## config.mk

```make
export PLATFORM = sky130hd
export DESIGN_NAME = exe_top
export DESIGN_NICKNAME = d
export VERILOG_FILES = /design/src/hw/alu_pkg.sv /design/src/hw/exe_if.sv /design/src/hw/alu_arith.sv /design/src/hw/alu_daa.sv /design/src/hw/alu32.sv /design/src/hw/exe_stage.sv /design/src/hw/exe_top.sv
export SDC_FILE = /design/constraint.sdc
export NUM_CORES = 1
export LEC_CHECK = 0
export BUFFER_PORTS_ARGS = -buffer_cell sky130_fd_sc_hd__buf_2
export CORE_MARGIN = 3
export CORE_UTILIZATION = 25
export CTS_BUF_LIST = sky130_fd_sc_hd__clkbuf_8
export CTS_CLUSTER_DIAMETER = 30
export DETAILED_ROUTE_END_ITERATION = 10
export SLEW_MARGIN = 0
export SYNTH_ARGS = -nofsm -noshare
export SYNTH_HDL_FRONTEND = slang
export SYNTH_SLANG_ARGS = --single-unit
```

## constraint.sdc

```tcl
create_clock -name clk -period 4.8 [get_ports clk]
set_clock_uncertainty 0.2 [all_clocks]
set_input_delay 0.24 -clock clk [delete_from_list [all_inputs] [get_ports clk]]
set_output_delay 0.24 -clock clk [all_outputs]
set_load 0.005 [all_outputs]
```

## src/hw/alu_pkg.sv

```systemverilog
`default_nettype none

package alu_pkg;

	// --------------------
	// Operation codes
	// --------------------

	// Same numbering as the original ALU opcode field
	typedef enum logic [2:0] {
		OP_ADD = 3'd0,
		OP_OR  = 3'd1,
		OP_NOT = 3'd2,
		OP_DAA = 3'd3,
		OP_AND = 3'd4,
		OP_CLD = 3'd5,
		OP_CMP = 3'd6,
		OP_STD = 3'd7
	} alu_op_t;

	// Operand size, encoding 3 is illegal
	typedef enum logic [1:0] {
		SZ_BYTE  = 2'd0,
		SZ_WORD  = 2'd1,
		SZ_DWORD = 2'd2
	} data_size_t;

	// --------------------
	// Flag bit positions
	// --------------------

	// Positions inside the 32-bit flags word
	localparam int FLAG_CF = 0;
	localparam int FLAG_PF = 2;
	localparam int FLAG_AF = 4;
	localparam int FLAG_ZF = 6;
	localparam int FLAG_SF = 7;
	localparam int FLAG_DF = 10;
	localparam int FLAG_OF = 11;

	// --------------------
	// Request payload
	// --------------------

	// One execute request, 69 bits
	typedef struct packed {
		alu_op_t    op;
		data_size_t size;
		logic [31:0] a;
		logic [31:0] b;
	} exe_req_t;

endpackage

`default_nettype wire

```

## src/hw/exe_if.sv

```systemverilog
`default_nettype none

// Request channel into the execute stage
interface exe_req_if (
	input wire logic clk
);
	import alu_pkg::*;

	logic     valid;
	logic     ready;
	// Payload is only meaningful while valid is high
	exe_req_t payload;

	// Source holds valid and payload until ready
	modport source (input clk, input ready, output valid, output payload);
	modport sink (input clk, input valid, input payload, output ready);
endinterface

// Combinational ALU bus, no handshake
interface alu_if;
	import alu_pkg::*;

	alu_op_t     op;
	data_size_t  size;
	logic [31:0] a;
	logic [31:0] b;
	// Carry and aux carry from the previous operation, used by DAA
	logic        cf_in;
	logic        af_in;
	// Full architectural flags, for ops that keep untouched bits
	logic [31:0] flags_in;
	logic [31:0] result;
	logic [31:0] flags;

	modport alu (input op, size, a, b, cf_in, af_in, flags_in, output result, flags);
	modport stage (output op, size, a, b, cf_in, af_in, flags_in, input result, flags);
endinterface

`default_nettype wire

```

## src/hw/alu_arith.sv

```systemverilog
`default_nettype none

module alu_arith (
	input  wire logic [31:0]        a,
	input  wire logic [31:0]        b,
	input  wire logic               subtract,
	input  wire alu_pkg::data_size_t size,
	output logic [31:0]             sum,
	output logic                    cf,
	output logic                    af,
	output logic                    of
);
	import alu_pkg::*;

	// Second operand after optional inversion
	logic [31:0] b_eff;
	// Full sum with carry out of bit 31
	logic [32:0] full;
	// Carries out of the byte, word and dword tops
	logic        c8;
	logic        c16;
	logic        c32;
	// Size-selected carry and sign bits
	logic        carry_top;
	logic        sign_a;
	logic        sign_b;
	logic        sign_r;

	// --------------------
	// Adder
	// --------------------

	// Subtract as a plus inverted b plus one
	assign b_eff = subtract ? ~b : b;
	assign full  = {1'b0, a} + {1'b0, b_eff} + {32'd0, subtract};
	assign sum   = full[31:0];

	// Carry into bit i recovered from the sum bit
	assign c8  = sum[8] ^ a[8] ^ b_eff[8];
	assign c16 = sum[16] ^ a[16] ^ b_eff[16];
	assign c32 = full[32];

	// Aux carry or borrow out of bit 3, same form for add and subtract
	assign af = sum[4] ^ a[4] ^ b[4];

	// --------------------
	// Size select
	// --------------------

	always_comb begin
		case (size)
			SZ_BYTE: begin
				carry_top = c8;
				sign_a    = a[7];
				sign_b    = b_eff[7];
				sign_r    = sum[7];
			end
			SZ_WORD: begin
				carry_top = c16;
				sign_a    = a[15];
				sign_b    = b_eff[15];
				sign_r    = sum[15];
			end
			default: begin
				carry_top = c32;
				sign_a    = a[31];
				sign_b    = b_eff[31];
				sign_r    = sum[31];
			end
		endcase
	end

	// Borrow is the inverted carry when subtracting
	assign cf = carry_top ^ subtract;

	// Same-sign inputs giving an opposite-sign result
	assign of = (sign_a == sign_b) && (sign_r != sign_a);

endmodule

`default_nettype wire

```

## src/hw/alu_daa.sv

```systemverilog
`default_nettype none

module alu_daa (
	input  wire logic [7:0] al,
	input  wire logic       cf_in,
	input  wire logic       af_in,
	output logic [7:0]      result,
	output logic            cf,
	output logic            af
);

	// Adjust needed on the low and high digit
	logic       low_adj;
	logic       high_adj;
	// Byte after the low digit correction
	logic [7:0] low_sum;

	// --------------------
	// Low digit
	// --------------------

	// Digit out of BCD range, or a carry left the nibble earlier
	assign low_adj = (al[3:0] > 4'd9) || af_in;
	assign low_sum = low_adj ? al + 8'h06 : al;

	// --------------------
	// High digit
	// --------------------

	// Tested on the original byte, not the low-corrected one
	assign high_adj = (al > 8'h99) || cf_in;
	assign result   = high_adj ? low_sum + 8'h60 : low_sum;

	// Decimal carries out
	assign af = low_adj;
	assign cf = high_adj;

endmodule

`default_nettype wire

```

## src/hw/alu32.sv

```systemverilog
`default_nettype none

module alu32 (
	alu_if.alu alu
);
	import alu_pkg::*;

	// Logic op results
	logic [31:0] and_res;
	logic [31:0] or_res;
	logic [31:0] not_res;
	// Adder outputs
	logic [31:0] arith_sum;
	logic        arith_cf;
	logic        arith_af;
	logic        arith_of;
	// Decimal adjust outputs
	logic [7:0]  daa_res;
	logic        daa_cf;
	logic        daa_af;
	// Size used for SF and ZF, byte for DAA
	data_size_t  flag_size;
	logic        res_sf;
	logic        res_zf;
	logic        res_pf;

	// --------------------
	// Datapath
	// --------------------

	assign and_res = alu.a & alu.b;
	assign or_res  = alu.a | alu.b;
	assign not_res = ~alu.a;

	// CMP is the only op that subtracts
	alu_arith u_arith (
		.a        (alu.a),
		.b        (alu.b),
		.subtract (alu.op == OP_CMP),
		.size     (alu.size),
		.sum      (arith_sum),
		.cf       (arith_cf),
		.af       (arith_af),
		.of       (arith_of)
	);

	// Adjusts AL using carries from the previous op
	alu_daa u_daa (
		.al     (alu.a[7:0]),
		.cf_in  (alu.cf_in),
		.af_in  (alu.af_in),
		.result (daa_res),
		.cf     (daa_cf),
		.af     (daa_af)
	);

	always_comb begin
		case (alu.op)
			OP_ADD, OP_CMP: alu.result = arith_sum;
			OP_OR:          alu.result = or_res;
			OP_NOT:         alu.result = not_res;
			OP_AND:         alu.result = and_res;
			OP_DAA:         alu.result = {24'd0, daa_res};
			// CLD and STD only touch flags
			default:        alu.result = 32'd0;
		endcase
	end

	// --------------------
	// Result flags
	// --------------------

	assign flag_size = (alu.op == OP_DAA) ? SZ_BYTE : alu.size;

	always_comb begin
		case (flag_size)
			SZ_BYTE: begin
				res_sf = alu.result[7];
				res_zf = (alu.result[7:0] == 8'd0);
			end
			SZ_WORD: begin
				res_sf = alu.result[15];
				res_zf = (alu.result[15:0] == 16'd0);
			end
			default: begin
				res_sf = alu.result[31];
				res_zf = (alu.result == 32'd0);
			end
		endcase
	end

	// Even parity over the low byte only
	assign res_pf = ~^alu.result[7:0];

	// Flag word per op, unused bits stay zero
	always_comb begin
		alu.flags          = 32'd0;
		alu.flags[FLAG_DF] = alu.flags_in[FLAG_DF];
		case (alu.op)
			OP_ADD, OP_CMP: begin
				alu.flags[FLAG_CF] = arith_cf;
				alu.flags[FLAG_AF] = arith_af;
				alu.flags[FLAG_OF] = arith_of;
				alu.flags[FLAG_SF] = res_sf;
				alu.flags[FLAG_ZF] = res_zf;
				alu.flags[FLAG_PF] = res_pf;
			end
			OP_AND, OP_OR: begin
				alu.flags[FLAG_SF] = res_sf;
				alu.flags[FLAG_ZF] = res_zf;
				alu.flags[FLAG_PF] = res_pf;
			end
			OP_DAA: begin
				// BCD is unsigned so SF and OF stay clear
				alu.flags[FLAG_CF] = daa_cf;
				alu.flags[FLAG_AF] = daa_af;
				alu.flags[FLAG_ZF] = res_zf;
				alu.flags[FLAG_PF] = res_pf;
			end
			OP_NOT: alu.flags = alu.flags_in;
			OP_CLD: begin
				alu.flags          = alu.flags_in;
				alu.flags[FLAG_DF] = 1'b0;
			end
			default: begin
				// STD
				alu.flags          = alu.flags_in;
				alu.flags[FLAG_DF] = 1'b1;
			end
		endcase
	end

endmodule

`default_nettype wire

```

## src/hw/exe_stage.sv

```systemverilog
`default_nettype none

module exe_stage (
	input  wire logic  clk,
	input  wire logic  reset,
	exe_req_if.sink    req,
	output logic       out_valid,
	input  wire logic  out_ready,
	output logic [31:0] out_result,
	output logic [31:0] out_flags
);
	import alu_pkg::*;

	// Handshake on the request side
	logic        accept;
	// Architectural flags register
	logic [31:0] flags_q;

	// ALU bus
	alu_if alu_bus ();

	// --------------------
	// Input handshake
	// --------------------

	// Free when empty or being drained this cycle
	assign req.ready = ~out_valid | out_ready;
	assign accept    = req.valid & req.ready;

	// --------------------
	// ALU
	// --------------------

	assign alu_bus.op       = req.payload.op;
	assign alu_bus.size     = req.payload.size;
	assign alu_bus.a        = req.payload.a;
	assign alu_bus.b        = req.payload.b;
	assign alu_bus.cf_in    = flags_q[FLAG_CF];
	assign alu_bus.af_in    = flags_q[FLAG_AF];
	assign alu_bus.flags_in = flags_q;

	alu32 u_alu (
		.alu (alu_bus.alu)
	);

	// --------------------
	// Flags and output slot
	// --------------------

	// Flags update at acceptance so the next request sees them
	always_ff @(posedge clk) begin
		if (reset) begin
			flags_q   <= 32'd0;
			out_valid <= 1'b0;
		end else begin
			if (accept) begin
				flags_q   <= alu_bus.flags;
				out_valid <= 1'b1;
			end else if (out_ready) begin
				out_valid <= 1'b0;
			end
		end
	end

	always_ff @(posedge clk) begin
		if (accept) begin
			out_result <= alu_bus.result;
		end
	end

	// Flags register only moves on accept, which only happens when the slot
	// is free, so it also serves as the flags half of the output slot
	assign out_flags = flags_q;

	// --------------------
	// Assertions
	// --------------------

	// Stalled output holds its contents
	a_slot_stable: assert property (@(posedge clk) disable iff (reset)
		out_valid && !out_ready |=> out_valid && $stable(out_result) && $stable(out_flags));

	// Illegal size never enters the stage
	a_size_legal: assert property (@(posedge clk) disable iff (reset)
		accept |-> req.payload.size != 2'd3);

	// Slot empty right after reset
	a_reset_empty: assert property (@(posedge clk)
		reset |=> !out_valid);

endmodule

`default_nettype wire

```

## src/hw/exe_top.sv

```systemverilog
`default_nettype none

module exe_top (
	input  wire logic               clk,
	input  wire logic               reset,
	// Request side
	input  wire logic               in_valid,
	output logic                    in_ready,
	input  wire alu_pkg::alu_op_t   in_op,
	input  wire alu_pkg::data_size_t in_size,
	input  wire logic [31:0]        in_a,
	input  wire logic [31:0]        in_b,
	// Result side
	output logic                    out_valid,
	input  wire logic               out_ready,
	output logic [31:0]             out_result,
	output logic [31:0]             out_flags
);

	// Request channel into the stage
	exe_req_if u_req_if (
		.clk (clk)
	);

	// --------------------
	// Pack plain ports
	// --------------------

	assign u_req_if.valid        = in_valid;
	assign u_req_if.payload.op   = in_op;
	assign u_req_if.payload.size = in_size;
	assign u_req_if.payload.a    = in_a;
	assign u_req_if.payload.b    = in_b;
	assign in_ready              = u_req_if.ready;

	// Execute stage
	exe_stage u_stage (
		.clk        (clk),
		.reset      (reset),
		.req        (u_req_if.sink),
		.out_valid  (out_valid),
		.out_ready  (out_ready),
		.out_result (out_result),
		.out_flags  (out_flags)
	);

endmodule

`default_nettype wire

```

* Word level (Yosys, flattened, before mapping) *
Cells that the tools add are included.

word-level totals
  register bits after elaboration = 42
  input bits = 73
  word-level logic and storage cells = 84

operators by class
  $add $sub $neg = 4
  $lt $le $gt $ge = 2
  eq/ne operators = 10
  mux-type cells = 18
  bitwise operators = 17
  reduce and logical (&&, ||, !) cells = 25

operators by type and width
  kind                   number
  $pmux W32 S5           1
  $not A32 Y32           2
  $add A32 B32 Y33       1
  $add A33 B1 Y33        1
  $and A32 B32 Y32       1
  $logic_not A32 Y1      1
  $mux W32               1
  $or A32 B32 Y32        1
  $logic_not A16 Y1      1
  $mux W8                2
  $pmux W1 S2            8
  $eq A3 B3 Y1 const B   3
  $pmux W3 S3            1
  $add A8 B3 Y8 const B  1
  $add A8 B7 Y8 const B  1
  $gt A8 B8 Y1 const B   1
  $logic_not A8 Y1       1
  $reduce_and A2 Y1      4
  $reduce_xnor A8 Y1     1
  $xor A1 B1 Y1          7
  $eq A3 B2 Y1 const B   2
  $pmux W1 S3            2
  $reduce_bool A2 Y1     3
  $reduce_or A5 Y1       1
  other kinds (20)       28

* Logic depth before layout (Yosys ltp) *
Gate-level depths: netlist of the first run.

  depth in word-level cells = 9
  mapped depth = 21
  mapped depth without buffers = 20

* By module *
From an unflattened synthesis of the first run, not the netlist that was laid out.

unflattened totals
  cell total of the unflattened synthesis = 901
  area, all modules = 7,258.2 um^2

modules (own cells, without submodules)
  module     instances  cells each  area an instance (um^2)  sequential area each (um^2)
  exe_stage  1          183         2,565.0                  1,621.6
  alu32      1          391         2,289.7                  0.0
  alu_arith  1          284         2,114.5                  0.0
  alu_daa    1          43          289.0                    0.0

* Worst setup path before layout of the first run *
No wires, ideal clock.

  path kind = input port to flip-flop
  from = in in_op[0]
  to = reg u_stage.flags_q[6] (netlist: u_stage.out_flags[6])
  library setup time = 59 ps
  arrival = 4,052 ps
  data required time = 4,541 ps
  setup slack = 489 ps
  stages = 20
  buffers on the path = 2
  path through = and3b_1 > buf_4 > buf_1 > xor2_1 > ha_1 > nand4_1 > o32a_1 > o21a_2 > a21boi_0 > nor3_1 > o21ai_0 > a22oi_1 > inv_1 > ha_1 > nand4_1 > or3_1 > a211o_1 > o41ai_1 > nand4b_1 > nand2_1

on the way
  longest elaborated chain between the ends = 7
  elaborated cells on any way between the ends = 20
  those cells by class = add/sub: 2; eq/ne: 6; mux: 4; reduce/logical: 8

ends and longest elaborated chain
  what                                       line                      source
  start: declaration                         exe_top.sv:9              input wire alu_pkg::alu_op_t in_op,
  $eq A3 B3 Y1                               alu32.sv:39, alu32.sv:58
  $mux W32                                   alu_arith.sv:34           assign b_eff = subtract ? ~b : b;
  $add A32 B32 Y33                           alu_arith.sv:35           assign full = {1'b0, a} + {1'b0, b_eff} + {32'd0, subtract};
  $add A33 B1 Y33                            alu_arith.sv:35
  $pmux W32 S5 (*)                           alu32.sv:58               case (alu.op)
  net u_stage.alu_bus.result[7]              exe_if.sv:32              logic [31:0] result;
  $logic_not A32 Y1 (tied with other cells)  alu32.sv:87               res_zf = (alu.result == 32'd0);
  $pmux W1 S2 (*)                            alu32.sv:76               case (flag_size)
  end signal: assignment                     exe_stage.sv:57           flags_q <= alu_bus.flags;
  end: declaration                           exe_stage.sv:17           logic [31:0] flags_q;

The timed path passes the listed nets; every way through them passes the cells marked *.
A chain may end at the register's enable or synchronous reset.

* Final worst setup path of the first run *
  from = in in_op[0]
  to = reg u_stage.flags_q[6] (netlist: u_stage.out_flags[6])

on the way
  longest elaborated chain between the ends = 7
  elaborated cells on any way between the ends = 20
  those cells by class = add/sub: 2; eq/ne: 6; mux: 4; reduce/logical: 8

ends and longest elaborated chain
  what                                                    line
  $eq A3 B3 Y1                                            alu32.sv:39, alu32.sv:58
  $mux W32                                                alu_arith.sv:34
  $add A32 B32 Y33                                        alu_arith.sv:35
  $add A33 B1 Y33                                         alu_arith.sv:35
  $pmux W32 S5 (*)                                        alu32.sv:58
  net u_stage.alu_bus.result[14]                          exe_if.sv:32
  $logic_not A32 Y1 or $logic_not A16 Y1 (tied branches)  alu32.sv:87, alu32.sv:83
  $pmux W1 S2 (*)                                         alu32.sv:76

Marks and branches as above.

==> results.md, run 1 <==
* Run status: finished clean
* Hold Crit Class: input pin to register
* Top delay family on crit path: simple AND/OR/NAND/NOR gates
* Complex-gate fraction of the synthesized area at 0.279
* Largest net degree at the start of global routing at 38
* Max Slew Vio Count at 0
* DRC violations left at 0
* Fmax at between 0.2 and 0.25 GHz
* Clock Path Buffers at 2
* Cell Pwr Density at between 200 and 250 nW/um^2
* Wirelength, routed at 23100 um
* Post-synthesis cell area at 6090 um^2
* Starting density of the core at 0.257
* # fillers at roughly 2700
* CTS Buf Count at 5
* IO Pins at 139
* Clk slew on worst S/H paths at around 0.090 ns
* WP data arrival at about 4.4 ns
* Clk sink count at 40
* Post-synthesis simple-gate area fraction at 0.235
* Setup TNS at 0 ns
* DRT Pass-1 Iters at 5
* Top cells by area, synth: edfxtp_1 (16%), ha_1 (9.4%), nor2_1 (5.9%)
* Async set-reset flop share out of synthesis at 0
* Routed length per placed instance at 18.6 um
* Post-synth EDFFs at 32
* Fin. Hold Viols at 0
* CTS tree: done
* Final period util at 0.908
* Worst skew pair latency at roughly 0.33 ns
* Routability Congestion at about 0.97
* DRT iter0 DRCs at 612
* Yosys cell types at 82
* Most used cell, CP: nand2_1
* Area of the die at 26300 um^2
* Mux cell area share after synthesis at 0.0265
* Synth area leader: edfxtp_1
* Leakage at between 3 and 4 nW
* Dpl hpwl at about 18000 um
* Row count at 56
* RSZ-0062 raised after global routing: false
* First-pass GRT wire length at between 30000 and 40000 um
* Initial antenna violation count at 1
* Crit-path cells: buf_2 > and3b_2 > buf_12 > xor2_1 > ha_1 > nand2_1 > a2111oi_0 > o31ai_1 > nand2_1 > xnor2_1 > o221ai_1 > or4_1 > o41ai_1 > nand4b_1 > nand2_1
* Maximum Capacitance Violations at 0
* Crit path max fanout at 31
* Share of cells above drive strength 1 at 0.180
* VDD IR-drop max at around 110 uV
* ANT nets after route at 0
* YS warnings at 0
* Vias in the first global route at slightly above 6000
* Diode count at 0
* Post-synth top cells: nor2_1 (96), nand2_1 (64), a21oi_1 (60)
* CTS H-tree depth at 2
* Layout net count at 1043
* CP Data Required Time at approximately 5 ns
* Finish-stage setup viols at 0
* Root buf cell: clkbuf_8
* Area share of fa/ha/maj cells after synthesis at 0.0994
* Main combinational cell family by area after synthesis: compound AO/OA/AOI/OAI gates
* GRT Total Usage at 0.169
* Ys flop type: edfxtp_1
* Post-CTS sizing at 0
* Delay of the slowest critical-path stage at ~0.65 ns
* Slowest cell on crit path: or4_1
* CP Class: input pin to register
* Post-synthesis xor/xnor area fraction at 0.0899
* Post-synth top area share at 0.158
* Endpoint class of the critical path: register
* Syn Inst Count at ~820
* CP bufs+invs at 2
* Vias post-DR at around 6700
* GRT overflow at 0
* Total power at between 1.5 and 2 mW
* Relative max-transition margin at 0.365
* Die Y at 162 um
* Setup crit start kind: input pin
* Slew @ Worst Pin at 0.948 ns
* P&R area growth vs syn at 16.5%
* Syn Area/Cell at about 7.4 um^2
* Via/cell ratio at roughly 5.4
* Buffers on Ports at approximately 110
* Core Area at approximately 24000 um^2
* Most common cell in the netlist: nor2_1
* Final min period at about 4.4 ns
* Sequential fraction of the synthesis area at 0.184
* Die Wd at 162 um
* FF+latch count, synth at 40
what timing repair did:
action,4_1_cts,5_1_grt
hold buffers,1,0
endpoints found under the hold margin,1,0
buffers inserted,0,0
logic make-up after synthesis:
group                      count (synthesis)
muxes                                     16
buffers and inverters                    108
AOI/OAI and AO/OA                        257
xor gates and xnor gates                  61
DFF                                       40
and+or+nand+nor                          293
other                                      1
adders and majority gates                 48
area by class of cell:
cell class | count | area (um^2) | area share
multi-input cells | 700 | 4540 | 0.640
flip-flops and latches | 40 | 1120 | 0.158
repair buffers | 141 | 791 | 0.111
well taps | 319 | 399 | 0.0562
inverters | 35 | 131 | 0.0185
clock buffers | 5 | 68.8 | 0.00969
clock inverters | 3 | 46.3 | 0.00652
through the flow:
stage                util  hold WS (ns)  cell area [um^2]  instances  setup slack (ns)
CTS                 0.300        0.0205              7100       1243             0.460
floorplan               -         0.169              6180        848             0.489
detailed placement  0.295         0.261              6980       1234             0.147
global route        0.300        0.0409              7100       1243            0.0414
global placement    0.295         0.258              6980       1234             0.230
finish              0.300        0.0198              7100       1243             0.442
state kept, by name (all words and copies together) (netlist names):
signal / cells
u_stage.out_result: 32
u_stage.out_flags: 7
u_stage.out_valid: 1
placed cells by master (no fill, tap or decap), drive strengths merged, types with 5 or more instances in the layout:
cell and instances:
buf 140, nor2 96, nand2 64, a21oi 61
o21ai 51, ha 46, xor2 41, inv 36
edfxtp 32, nand3 30, conb 25, nor3 24
a31oi 21, xnor2 19, mux2i 15, nand4 14
o22ai 11, a211oi 10, and3 10, o211ai 10
o21a 10, a21o 9, dfxtp 8, nand2b 7
o31ai 7, o21bai 7, o221ai 7, or3 7
nor4 7, or2 7, and4 6, a21boi 6
o22a 5, clkbuf 5
per-layer routing:
metal / share of wire / GRT usage / up-vias
li1: - / - / 3209
met1: 0.44 / 0.234 / 3114
met2: 0.44 / 0.265 / 327
met3: 0.086 / 0.0303 / 42
met4: 0.028 / 0.0566 / 2
met5: 0.00074 / 0 / -
worst paths after layout:
kind / startpoint / endpoint / slack [ns] / cells after the start
worst min register to register: u_stage.out_flags[7]$_SDFFE_PP0P_ / u_stage.out_flags[7]$_SDFFE_PP0P_ / 0.28 / 2
worst max-delay path: in_op[0] / u_stage.out_flags[6]$_SDFFE_PP0P_ / 0.44 / 15
worst min-delay path: reset / u_stage.out_valid$_SDFFE_PP0P_ / 0.02 / 2
worst max register to register: u_stage.out_flags[4]$_SDFFE_PP0P_ / u_stage.out_flags[6]$_SDFFE_PP0P_ / 1.19 / 15
power by group:
group          total (mW)  switching (mW)  internal, mW
Sequential          0.435          0.0133         0.421
Combinational       0.899           0.551         0.347
Clock               0.316           0.158         0.157
No activity file was read; power rests on OpenSTA's default activity.
==> run 2: changes to the inputs <==
Settings changed: ABC_AREA set to 1.
Clock period 4.8 ns to 5 ns, I/O delays scaled along.
==> run 2 against run 1 <==
Effect of this change:
- first-iteration DRC count fell by 25%
- critical path depth rose by 3
- sequential power fell by 5.5%
- final area fell by 1.1%
- combinational power fell by 16%
==> results.md, run 2 <==
* Fin. Hold Viols at 0 (unchanged)
* Int Pwr at 761 uW (-18%)
* Row count at 56 (unchanged)
* Layout net count at 1247 (+20%)
* Die Wd at 162 um (about the same)
* # fillers at 2719 (+2.1%)
* Post-CTS Setup Inserts at 0 (unchanged)
* Die Y at 162 um (about the same)
* Dpl cells at 1438 (+17%)
* Final WS setup at 1.32 ns (+0.881 ns)
* Non-filler cells, final at 1447 (+16%)
* Largest Register: u_stage.out_result
* P&R area growth vs syn at 15.3%
* CTS tree: done
* Final period util at 0.735
* Post-synthesis cell area at 6090 um^2 (-0.10%)
* Relative max-transition margin at 0.431 (+0.0662)
* Routability Congestion at 0.941 (-2.7%)
* Most common cell in the netlist: nand2_1
* Cell Pwr Density at 198 nW/um^2 (-15%)
* Clk slew on worst S/H paths at 0.08 ns (about the same)
* Diode count at 0 (unchanged)
* CP Data Required Time at 5.06 ns (+0.20 ns)
* Final min period at 3.68 ns
* VDD IR-drop max at 81.7 uV (-24%)
* Crit path max fanout at 27 (-13%)
* Crit Reg-Reg Startpoint: u_stage.out_flags[4]$_SDFFE_PP0P_
* Post-CTS sizing at 0 (unchanged)
* Area of the die at 26300 um^2 (about the same)
* Combinational share of power at 0.545 (about the same)
* WP data arrival at 3.74 ns (-0.68 ns)
* Flop pwr share at 0.296 (+0.032)
* Leakage at 3.84 nW (+24%)
* Worst slack at placement at 0.965 ns (+0.818 ns)
* Final Util at 0.296 (-0.00338)
* Multi-input gate area at 4060 um^2 (-11%)
* Register area at 1120 um^2 (unchanged)
* Setup TNS at 0 ns (unchanged)
* Fmax at approximately 0.27 GHz
* Post-synth top cells: nand2_1 (284), inv_1 (194), o21ai_0 (79)
* Maximum Capacitance Violations at 0 (unchanged)
* Sequential fraction of the synthesis area at 0.184 (+0.000189)
* YS warnings at 0 (unchanged)
* Max Slew Vio Count at 0 (unchanged)
* Worst skew pair latency at 0.32 ns (about the same)
* DRC violations left at 0 (unchanged)
* Commonest non-fill, non-tap cell in the layout: nand2_1
* IO Pins at 139 (unchanged)
* Share of cells above drive strength 1 at 0.136 (-0.0440)
* Clk sink count at 40 (unchanged)
* Hold path startpoint: in_valid
* CP Class: input pin to register
* Post-synth top area share at 0.175 (+0.0174)
* Switching share of power at 0.453 (+0.0146)
* CTS H-tree depth at 2 (unchanged)
* Vias in the first global route at 5951 (-3.1%)
* Wire length on met3 at 1310 um (-34%)
* RSZ-0062 raised after global routing: false
* Core Area at 23700 um^2 (unchanged)
* Vias post-DR at 6573 (-1.8%)
* Top cells by area, synth: nand2_1 (18%), edfxtp_1 (16%), inv_1 (12%)
* Post-synth EDFFs at 32 (unchanged)
* Starting density of the core at 0.257 (-0.000264)
* DR WL met2 at 9580 um (-6.0%)
* ANT nets after route at 0 (unchanged)
* Ys flop type: edfxtp_1
* Setup crit start kind: input pin
* CTS Buf Count at 5 (unchanged)
* Routed length per placed instance at 14.4 um (-22%)
* FF+latch count, synth at 40 (unchanged)
* Async set-reset flop share out of synthesis at 0 (unchanged)
* Max FFs per register at 32 (unchanged)
* Hold Crit Class: input pin to register
* Via/cell ratio at 4.54 (-16%)
* Largest net degree at the start of global routing at 34 (-11%)
* Buffers on Ports at 113 (unchanged)
* Hold_ws at 0.0347 ns (+0.0149 ns)
* DRT iter0 DRCs at 458 (-25%)
* Clock power share at 0.159 (-0.032)
* Top sig layer: met4
* Wire length on met1 at 9520 um (-7.1%)
* Synth area leader: nand2_1
* Root buf cell: clkbuf_8
* Yosys cell types at 39 (-52%)
* DRT Pass-1 Iters at 6 (+1)
* GRT overflow at 0 (unchanged)
* Sw Pwr at 630 uW (-13%)
* GRT Total Usage at 0.154 (-0.0145)
* Finish-stage setup viols at 0 (unchanged)
* Endpoint class of the critical path: register
* Syn Area/Cell at 5.97 um^2 (-19%)
* Initial antenna violation count at 0 (-1)
* Most frequent cells in the layout: nand2_1 (284), inv_1 (196), buf_2 (113)
* Wirelength, routed at 20900 um (-9.6%)
* Hold-fix buffers, CTS at 1 (unchanged)
* Syn Inst Count at 1019 (+24%)
* Run status: finished clean
* Dpl hpwl at 17500 um (-3.2%)
* Crit path from: in_op[0]
* Clock Path Buffers at 2 (unchanged)
* First-pass GRT wire length at 32100 um (-9.0%)
* Slew @ Worst Pin at 0.850 ns (-0.0982 ns)
## run 2: per-stage QoR
stage	power (mW)	instance area [um^2]
2_1_floorplan	0.937	6180
3_3_place_gp	1.17	6930
3_5_place_dp	1.17	6930
4_1_cts	1.40	7020
5_1_grt	1.52	7020
6_report	1.39	7020
## run 2: cells by family after synthesis
group / share of synthesized area
simple gates: 0.342
other cells: 0.000616
fa+ha+maj: 0.0978
xor+xnor: 0.0633
buf+inv: 0.166
flops: 0.184
compound gates: 0.146
## run 2: path summary, 6_finish.rpt
check	end	slack (ns)	cells after the start
worst max-delay path	u_stage.out_flags[6]$_SDFFE_PP0P_	1.32	18
worst min-delay path	u_stage.out_valid$_SDFFE_PP0P_	0.03	3
worst max register to register	u_stage.out_flags[2]$_SDFFE_PP0P_	2.13	14
worst min register to register	u_stage.out_flags[10]$_SDFFE_PP0P_	0.24	2
## run 2: critical path, cell delays in order
cell and delay [ns]:
buf_2 0.13, inv_2 0.08, nand3_4 0.38, buf_4 0.38
xor2_1 0.15, inv_1 0.06, ha_1 0.34, or2_2 0.31
nand3_1 0.09, o21ai_0 0.08, a2111oi_0 0.63, ha_1 0.26
nand3_1 0.09, nor2_1 0.11, nand2_1 0.09, a21oi_1 0.12
nand2_1 0.08, a21oi_2 0.10
## run 2: cell type report
class,count,area share
clock inverter,3,0.00178
clock buffer,5,0.00980
sequential,40,0.160
tap,319,0.0569
timing repair buffer,121,0.0895
multi-input combinational,763,0.578
inverter,196,0.105
## run 2: per-layer routing
layer	track usage	up-vias
li1	-	3406
met1	0.203	2937
met2	0.260	206
met3	0.0278	24
met4	0.0442	0
met5	0	-
## run 2: power by group through the flow
stage	Sequential, mW	Combinational [mW]	Clock, mW
floorplan	0.423	0.514	0
global route	0.414	0.860	0.246
finish	0.411	0.758	0.221
CTS	0.412	0.757	0.233
global placement	0.419	0.750	0
detailed placement	0.419	0.753	0
